--- config.mk ---
export PLATFORM = sky130hd
export DESIGN_NAME = mipsCore
export DESIGN_NICKNAME = d
export VERILOG_FILES = /design/src/verilog/mipsPkg.sv /design/src/verilog/mipsDecode.sv /design/src/verilog/mipsRegFile.sv /design/src/verilog/mipsExecute.sv /design/src/verilog/mipsResult.sv /design/src/verilog/mipsCore.sv
export VERILOG_INCLUDE_DIRS = /design/src /design/src/verilog
export SDC_FILE = /design/constraint.sdc
export NUM_CORES = 2
export LEC_CHECK = 0
export BUFFER_PORTS_ARGS = -buffer_cell sky130_fd_sc_hd__buf_2
export CAP_MARGIN = 20
export CORE_ASPECT_RATIO = 0.7
export CORE_UTILIZATION = 48
export CTS_CLUSTER_SIZE = 28
export DETAILED_ROUTE_END_ITERATION = 8
export HOLD_SLACK_MARGIN = 0.1
export SLEW_MARGIN = 20
export SYNTH_ARGS = -nofsm -noshare
export SYNTH_HDL_FRONTEND = slang
export SYNTH_SLANG_ARGS = --single-unit
--- constraint.sdc ---
create_clock -name clk -period 8.1 [get_ports clk]
set_input_delay 0.405 -clock clk [delete_from_list [all_inputs] [get_ports clk]]
set_output_delay 0.405 -clock clk [all_outputs]
set_load 0.05 [all_outputs]
--- src/verilog/mips_macros.svh ---
/*
  encodings for the MIPS32 subset handled by the core
  any other opcode or funct value decodes as a no-op
*/
`ifndef MIPS_MACROS_SVH
`define MIPS_MACROS_SVH

// ============================================================
// primary opcodes, instr[31:26]
// ============================================================
// all R-type ops share opcode zero
`define OP_RTYPE 6'b000000
// add immediate, sign-extended
`define OP_ADDI  6'b001000
// word load and store, base plus offset
`define OP_LW    6'b100011
`define OP_SW    6'b101011
// branch on equal
`define OP_BEQ   6'b000100
// jumps, 26-bit word index
`define OP_J     6'b000010
`define OP_JAL   6'b000011

// ============================================================
// R-type function codes, instr[5:0]
// ============================================================
`define FN_ADD   6'b100000
`define FN_SUB   6'b100010
`define FN_AND   6'b100100
`define FN_OR    6'b100101
// signed compare
`define FN_SLT   6'b101010

// ============================================================
// misc
// ============================================================
// jal return address lands here
`define LINK_REG 5'd31
// data memory word index width, 128 words
`define DMEM_ADDR_W 7

`endif

--- src/verilog/mipsPkg.sv ---
/*
  shared types for the single-cycle core
  data memory index width comes from the macros header
*/
`include "mips_macros.svh"

package mipsPkg;

  // ============================================================
  // basic widths
  // ============================================================

  // one data or address word
  typedef logic [31:0] wordT;

  // register number, 0 reads as zero
  typedef logic [4:0] regAddrT;

  // word index into data memory, byte offset dropped
  typedef logic [`DMEM_ADDR_W-1:0] dmemAddrT;

  // ============================================================
  // control selectors
  // ============================================================

  // ALU operation, codes follow the classic
  // four-bit MIPS ALU control values
  typedef enum logic [3:0] {
    ALU_AND = 4'b0000,
    ALU_OR  = 4'b0001,
    ALU_ADD = 4'b0010,
    ALU_SUB = 4'b0110,
    ALU_SLT = 4'b0111
  } aluCtrlT;

  // write-back source
  // WB_LINK is pc plus 4 for jal
  typedef enum logic [1:0] {
    WB_ALU  = 2'd0,
    WB_MEM  = 2'd1,
    WB_LINK = 2'd2
  } wbSelT;

endpackage

--- src/verilog/mipsDecode.sv ---
/*
  pure combinational decode, unknown encodings give no strobes
  regWrite is already cleared for a destination of register 0
*/
`timescale 1ns/10ps
`include "mips_macros.svh"

module mipsDecode (
  input  mipsPkg::wordT    instr,
  output mipsPkg::regAddrT rsAddr,
  output mipsPkg::regAddrT rtAddr,
  output mipsPkg::regAddrT destAddr,
  output mipsPkg::wordT    immValue,
  output logic             useImm,
  output mipsPkg::aluCtrlT aluCtrl,
  output mipsPkg::wbSelT   wbSel,
  output logic             regWrite,
  output logic             memWrite,
  output logic             isBranch,
  output logic             isJump,
  output logic [25:0]      jumpIndex
);
  import mipsPkg::*;

  logic [5:0] opcode;
  logic [5:0] funct;
  logic       writeIntent;

  // instruction fields
  assign opcode    = instr[31:26];
  assign funct     = instr[5:0];
  assign rsAddr    = instr[25:21];
  assign rtAddr    = instr[20:16];
  assign jumpIndex = instr[25:0];

  // sign extension of the 16-bit immediate
  assign immValue = {{16{instr[15]}}, instr[15:0]};

  // ============================================================
  // main decode, ALU control folded in
  // ============================================================
  always_comb begin
    // defaults describe a no-op
    useImm      = 1'b0;
    aluCtrl     = ALU_ADD;
    wbSel       = WB_ALU;
    writeIntent = 1'b0;
    memWrite    = 1'b0;
    isBranch    = 1'b0;
    isJump      = 1'b0;
    destAddr    = instr[20:16];
    case (opcode)
      `OP_RTYPE: begin
        destAddr    = instr[15:11];
        writeIntent = 1'b1;
        case (funct)
          `FN_ADD: aluCtrl = ALU_ADD;
          `FN_SUB: aluCtrl = ALU_SUB;
          `FN_AND: aluCtrl = ALU_AND;
          `FN_OR:  aluCtrl = ALU_OR;
          `FN_SLT: aluCtrl = ALU_SLT;
          // unsupported funct, no write
          default: writeIntent = 1'b0;
        endcase
      end
      `OP_ADDI: begin
        useImm      = 1'b1;
        writeIntent = 1'b1;
      end
      `OP_LW: begin
        // address is base plus offset
        useImm      = 1'b1;
        wbSel       = WB_MEM;
        writeIntent = 1'b1;
      end
      `OP_SW: begin
        useImm   = 1'b1;
        memWrite = 1'b1;
      end
      `OP_BEQ: begin
        // equality comes from execute, ALU result unused
        aluCtrl  = ALU_SUB;
        isBranch = 1'b1;
      end
      `OP_J: isJump = 1'b1;
      `OP_JAL: begin
        isJump      = 1'b1;
        destAddr    = `LINK_REG;
        wbSel       = WB_LINK;
        writeIntent = 1'b1;
      end
      default: ;
    endcase
  end

  // never strobe a write to register 0
  assign regWrite = writeIntent && (destAddr != '0);

endmodule

--- src/verilog/mipsRegFile.sv ---
/*
  registers 1..31 only, register 0 is hard-wired to zero
  contents are undefined after reset until written
*/
`timescale 1ns/10ps

module mipsRegFile (
  input  logic             clk,
  input  logic             we,
  input  mipsPkg::regAddrT rAddrA,
  input  mipsPkg::regAddrT rAddrB,
  input  mipsPkg::regAddrT wAddr,
  input  mipsPkg::wordT    wData,
  output mipsPkg::wordT    rDataA,
  output mipsPkg::wordT    rDataB
);
  import mipsPkg::*;

  // storage, no entry for register 0
  wordT regs [1:31];

  // ============================================================
  // write port
  // ============================================================
  // address 0 dropped here as well, the array has no slot for it
  always_ff @(posedge clk) begin
    if (we && (wAddr != '0)) begin
      regs[wAddr] <= wData;
    end
  end

  // ============================================================
  // read ports
  // ============================================================
  // combinational, no bypass of the write in the same cycle
  always_comb begin
    rDataA = '0;
    rDataB = '0;
    if (rAddrA != '0) begin
      rDataA = regs[rAddrA];
    end
    if (rAddrB != '0) begin
      rDataB = regs[rAddrB];
    end
  end

endmodule

--- src/verilog/mipsExecute.sv ---
/*
  combinational ALU, slt is signed only
  operandsEqual compares rs and rt whatever the operation
*/
`timescale 1ns/10ps

module mipsExecute (
  input  mipsPkg::wordT    rsData,
  input  mipsPkg::wordT    rtData,
  input  mipsPkg::wordT    immValue,
  input  logic             useImm,
  input  mipsPkg::aluCtrlT aluCtrl,
  output mipsPkg::wordT    aluResult,
  output logic             operandsEqual
);
  import mipsPkg::*;

  wordT opB;
  logic sltFlag;

  // ============================================================
  // operand selection
  // ============================================================
  // immediate for addi, lw and sw
  assign opB = useImm ? immValue : rtData;

  // signed compare for slt
  assign sltFlag = $signed(rsData) < $signed(opB);

  // ============================================================
  // ALU
  // ============================================================
  always_comb begin
    case (aluCtrl)
      ALU_AND: begin
        aluResult = rsData & opB;
      end
      ALU_OR: begin
        aluResult = rsData | opB;
      end
      ALU_ADD: begin
        // also the load/store address
        aluResult = rsData + opB;
      end
      ALU_SUB: begin
        aluResult = rsData - opB;
      end
      ALU_SLT: begin
        aluResult = {31'd0, sltFlag};
      end
      default: begin
        aluResult = '0;
      end
    endcase
  end

  // ============================================================
  // branch compare
  // ============================================================
  // independent of aluCtrl, so branch decision lives
  // entirely in the result stage
  assign operandsEqual = (rsData == rtData);

endmodule

--- src/verilog/mipsResult.sv ---
/*
  pc register with synchronous reset to 0, no delay slots
  low two bits of the data address are ignored
*/
`timescale 1ns/10ps
`include "mips_macros.svh"

module mipsResult (
  input  logic             clk,
  input  logic             rst,
  input  mipsPkg::wordT    aluResult,
  input  mipsPkg::wordT    rtData,
  input  mipsPkg::wordT    immValue,
  input  mipsPkg::wordT    dmemRData,
  input  logic             operandsEqual,
  input  logic             isBranch,
  input  logic             isJump,
  input  logic             regWrite,
  input  logic             memWrite,
  input  logic [25:0]      jumpIndex,
  input  mipsPkg::wbSelT   wbSel,
  input  mipsPkg::regAddrT destAddr,
  output mipsPkg::wordT    pc,
  output mipsPkg::dmemAddrT dmemAddr,
  output mipsPkg::wordT    dmemWData,
  output logic             dmemWe,
  output logic             regWe,
  output mipsPkg::regAddrT regWAddr,
  output mipsPkg::wordT    regWData
);
  import mipsPkg::*;

  wordT pcPlus4;
  wordT branchTarget;
  wordT jumpTarget;
  wordT nextPc;

  // ============================================================
  // next pc
  // ============================================================
  assign pcPlus4      = pc + 32'd4;
  // offset counts words
  assign branchTarget = pcPlus4 + {immValue[29:0], 2'b00};
  // region bits come from pc plus 4
  assign jumpTarget   = {pcPlus4[31:28], jumpIndex, 2'b00};

  always_comb begin
    if (isJump) begin
      nextPc = jumpTarget;
    end else if (isBranch && operandsEqual) begin
      nextPc = branchTarget;
    end else begin
      nextPc = pcPlus4;
    end
  end

  // one instruction per clock
  always_ff @(posedge clk) begin
    if (rst) begin
      pc <= '0;
    end else begin
      pc <= nextPc;
    end
  end

  // ============================================================
  // data memory port
  // ============================================================
  // word index, byte offset dropped
  assign dmemAddr  = aluResult[`DMEM_ADDR_W+1:2];
  assign dmemWData = rtData;
  assign dmemWe    = memWrite && !rst;

  // ============================================================
  // write-back
  // ============================================================
  assign regWe    = regWrite && !rst;
  assign regWAddr = destAddr;

  always_comb begin
    case (wbSel)
      WB_MEM:  regWData = dmemRData;
      // jal return address
      WB_LINK: regWData = pcPlus4;
      default: regWData = aluResult;
    endcase
  end

endmodule

--- src/verilog/mipsCore.sv ---
/*
  single-cycle core, both memories must answer in the same cycle
  regWe/regWAddr/regWData mirror the register file write port
*/
`timescale 1ns/10ps

module mipsCore (
  input  logic              clk,
  input  logic              rst,
  input  mipsPkg::wordT     imemData,
  input  mipsPkg::wordT     dmemRData,
  output mipsPkg::wordT     imemAddr,
  output mipsPkg::wordT     dmemWData,
  output mipsPkg::wordT     regWData,
  output mipsPkg::dmemAddrT dmemAddr,
  output logic              dmemWe,
  output logic              regWe,
  output mipsPkg::regAddrT  regWAddr
);
  import mipsPkg::*;

  // ============================================================
  // decode to the rest
  // ============================================================
  regAddrT     rsAddr;
  regAddrT     rtAddr;
  regAddrT     destAddr;
  wordT        immValue;
  logic        useImm;
  aluCtrlT     aluCtrl;
  wbSelT       wbSel;
  logic        regWrite;
  logic        memWrite;
  logic        isBranch;
  logic        isJump;
  logic [25:0] jumpIndex;

  // register file and execute outputs
  wordT rsData;
  wordT rtData;
  wordT aluResult;
  logic operandsEqual;

  mipsDecode decode_i (
    .instr     (imemData),
    .rsAddr    (rsAddr),
    .rtAddr    (rtAddr),
    .destAddr  (destAddr),
    .immValue  (immValue),
    .useImm    (useImm),
    .aluCtrl   (aluCtrl),
    .wbSel     (wbSel),
    .regWrite  (regWrite),
    .memWrite  (memWrite),
    .isBranch  (isBranch),
    .isJump    (isJump),
    .jumpIndex (jumpIndex)
  );

  // write port fed straight from the result stage
  mipsRegFile regFile_i (
    .clk    (clk),
    .we     (regWe),
    .rAddrA (rsAddr),
    .rAddrB (rtAddr),
    .wAddr  (regWAddr),
    .wData  (regWData),
    .rDataA (rsData),
    .rDataB (rtData)
  );

  mipsExecute execute_i (
    .rsData        (rsData),
    .rtData        (rtData),
    .immValue      (immValue),
    .useImm        (useImm),
    .aluCtrl       (aluCtrl),
    .aluResult     (aluResult),
    .operandsEqual (operandsEqual)
  );

  // pc goes straight out as the fetch address
  mipsResult result_i (
    .clk           (clk),
    .rst           (rst),
    .aluResult     (aluResult),
    .rtData        (rtData),
    .immValue      (immValue),
    .dmemRData     (dmemRData),
    .operandsEqual (operandsEqual),
    .isBranch      (isBranch),
    .isJump        (isJump),
    .regWrite      (regWrite),
    .memWrite      (memWrite),
    .jumpIndex     (jumpIndex),
    .wbSel         (wbSel),
    .destAddr      (destAddr),
    .pc            (imemAddr),
    .dmemAddr      (dmemAddr),
    .dmemWData     (dmemWData),
    .dmemWe        (dmemWe),
    .regWe         (regWe),
    .regWAddr      (regWAddr),
    .regWData      (regWData)
  );

endmodule

==> results.json <==
{
  "fin_nets": 4292,
  "multiInputGateArea_sq_um": 23600,
  "num_vias": 39051,
  "drv_cap": 0,
  "clk_pin_slew_ns": 0.06,
  "reg2reg_from": "regFile_i.regs[31][10]",
  "p_leak_uw": 0.0218,
  "final_antenna_net_count": 0,
  "synth_top_area_frac": 0.539,
  "globalRouteOverflowTotal": 0,
  "async_reset_ff_frac": 0,
  "worst_slack_ns": 0.465,
  "yosys_warnings": 0,
  "place_congestion": 1.02,
  "max_slew.worst_pin.slew_ns": 1.22,
  "rsz0062_at_grt": "no",
  "cts.path.max_buffers": 3,
  "synthTopCellsByArea": "edfxtp_1 (54%), mux4_2 (17%), mux2i_1 (3.8%), ha_1 (2.9%), nor2_1 (1.8%)",
  "ys_top_cells_by_count": "edfxtp_1 (992), mux4_2 (414), nor2_1 (268), nand2_1 (213), mux2i_1 (210)",
  "arrival_ns": 7.23,
  "worstReg2RegEnd": "regFile_i.regs[25][0]",
  "grt_max_degree": 88,
  "skew_ns": 0.0620,
  "cts-htree-levels": 3,
  "via_per_inst": 6.86,
  "setup_tns_ns": 0,
  "clock_sinks": 1022,
  "avgSynthCellArea_sq_um": 14.4,
  "final_layout_size_suffix_gt1_frac": 0.264,
  "fillers": 9170,
  "drtIter0Drc": 6100,
  "synth-main-ff-cell": "edfxtp_1",
  "die_x_microns": 408,
  "drcViolationCount": 0,
  "tritoncts": "yes",
  "fp.dieH_microns": 286,
  "power.density_nw_per_um2": 231,
  "post_cts_buffers": 0,
  "critical_path_class": "flop to output pin",
  "syn2layout_area_growth_pct": 13.3,
  "fin_crit_sh": 0.943,
  "dp_slack_ns": 0.941,
  "hold_viol_final": 0,
  "clock.fmax_ghz": 0.131,
  "final_cells": 5696,
  "start_util": 0.487,
  "crit_end": "regWData[0]",
  "worst-path-max-fanout": 10,
  "placed_area_sq_um": 59200,
  "ys_types": 85,
  "hp-class": "input port to flop",
  "die_area_sq_um": 117000,
  "reg2reg_depth": 18,
  "wl_microns": 200000,
  "min_period_ns": 7.63,
  "wl_per_cell_microns": 35.2,
  "worstSetupStartpointType": "flop",
  "io_pins": 176,
  "synth_edf_count": 992,
  "post_cts_resized": 0,
  "antenna_found_initial": 7,
  "r2r_slack_ns": 1.31,
  "setup_viol": 0,
  "clock_latency_ns": 0.76,
  "grt_pass1_wl_microns": 280000,
  "syn-cell-area_sq_um": 55300,
  "numCtsBuffers": 101,
  "drtPass1Iterations": 6,
  "regArea_sq_um": 30400,
  "postSynthCellCount": 3836,
  "ir_worst_vdd_v": 0.000182,
  "synth_top_area_cell": "edfxtp_1",
  "status": "complete, no violations",
  "io_buffers": 173,
  "end_kind": "output pin",
  "track_usage": 0.341,
  "core_area_sq_um": 113000,
  "synth_most_common_cell": "edfxtp_1",
  "final_cell_area_sq_um": 62600,
  "ys_seq_area_frac": 0.550,
  "dp_hpwl_microns": 135000,
  "synth-seq-cells": 1022,
  "required_ns": 7.70,
  "relSlewSlack": 0.186,
  "rows": 103,
  "grt_pass1_vias": 36702,
  "root_buffer": "clkbuf_16",
  "dp_cells": 5498,
  "crit_start": "regFile_i.regs[31][10]",
  "slew_viol_final": 0
}
worst max-delay path: stages (launching register included):
cell and delay (ns):
edfxtp_1 0.39, mux4_2 0.47, a22oi_1 0.26, nand2_1 0.13, or4b_2 0.84, nor2_1 0.14, nor2_1 0.07, ha_1 0.49
nor2_1 0.08, o21ai_0 0.17, nand3b_1 0.16, o211ai_1 0.35, nand3b_1 0.24, o41ai_1 0.69, a21oi_1 0.25, a211oi_1 0.32
o21ai_0 0.43, a31oi_2 0.64, buf_2 0.36
repair_timing:
action	in CTS	in global routing
endpoints found under the hold margin	18	0
hold buffers	15	0
setup endpoints to repair	0	0
power breakdown:
group	internal, uW	leakage, uW	switching, uW
combinational	934	0.0110	2360
clock	2620	0.00160	2140
sequential	6400	0.00913	5.52
total	9950	0.0218	4510
flip-flops by register name (all words and copies together) (netlist names):
name,count
regFile_i.regs,992
result_i.pc,30
logic make-up (layout without fill, tap and decap cells):
| kind of cell | after synthesis | after routing | share of synthesized area |
|---|---|---|---|
| compound gates | 768 | 768 | 0.0935 |
| xor+xnor | 89 | 89 | 0.0141 |
| fa+ha+maj | 131 | 131 | 0.0301 |
| buf+inv | 394 | 729 | 0.0323 |
| flops | 1022 | 1022 | 0.550 |
| mux | 667 | 667 | 0.215 |
| other cells | 1 | 4 | 0.0000678 |
| simple gates | 764 | 764 | 0.0647 |
per-stage QoR:
stage | total power, uW | util | hold WS [ns]
2_1_floorplan | 8510 | - | 0.514
3_3_place_gp | 9730 | 0.521 | 0.665
3_5_place_dp | 9740 | 0.522 | 0.662
4_1_cts | 14400 | 0.552 | 0.165
5_1_grt | 14900 | 0.552 | 0.242
6_report | 14500 | 0.552 | 0.214
how the worst min path moves through the flow:
stage               startpoint               to  slack (ns)  cells after the start
2_1_floorplan      imemData[9]  result_i.pc[11]        0.51                      2
5_1_grt            imemData[0]   result_i.pc[2]        0.24                      3
4_1_cts            imemData[0]   result_i.pc[2]        0.16                      3
6_report           imemData[0]   result_i.pc[2]        0.21                      3
3_3_place_gp   result_i.pc[31]  result_i.pc[31]        0.66                      3
3_5_place_dp       imemData[8]  result_i.pc[10]        0.66                      3
routing by layer:
metal / part of all wire / global-route usage
met1: 0.41 / 0.496
met2: 0.43 / 0.488
met3: 0.12 / 0.0882
met4: 0.043 / 0.136
met5: 0.00017 / 0
layout by cell type (no fill, tap or decap), types with 32 or more instances in the layout:
cell,count
edfxtp_1,992
mux4_2,414
nor2_1,237
buf_4,217
nand2_1,213
mux2i_1,210
buf_2,164
a21oi_1,155
inv_1,133
ha_1,127
o21ai_0,114
clkbuf_16,101
o22ai_1,66
a22oi_1,63
xnor2_1,52
a211oi_1,52
nand3_1,45
mux2_2,43
a221oi_1,37
xor2_1,37
nor3_1,33
nand2b_1,32
layout make-up:
cell class,instances,share of cell area
tap,1522,0.0304
inverter,135,0.00809
clock inverter,66,0.0114
clock buffer,114,0.0411
sequential,1022,0.485
multi-input combinational,2421,0.377
timing repair buffer,414,0.0469
antenna,2,0.0000799
Power figures use the tool's default switching activity.
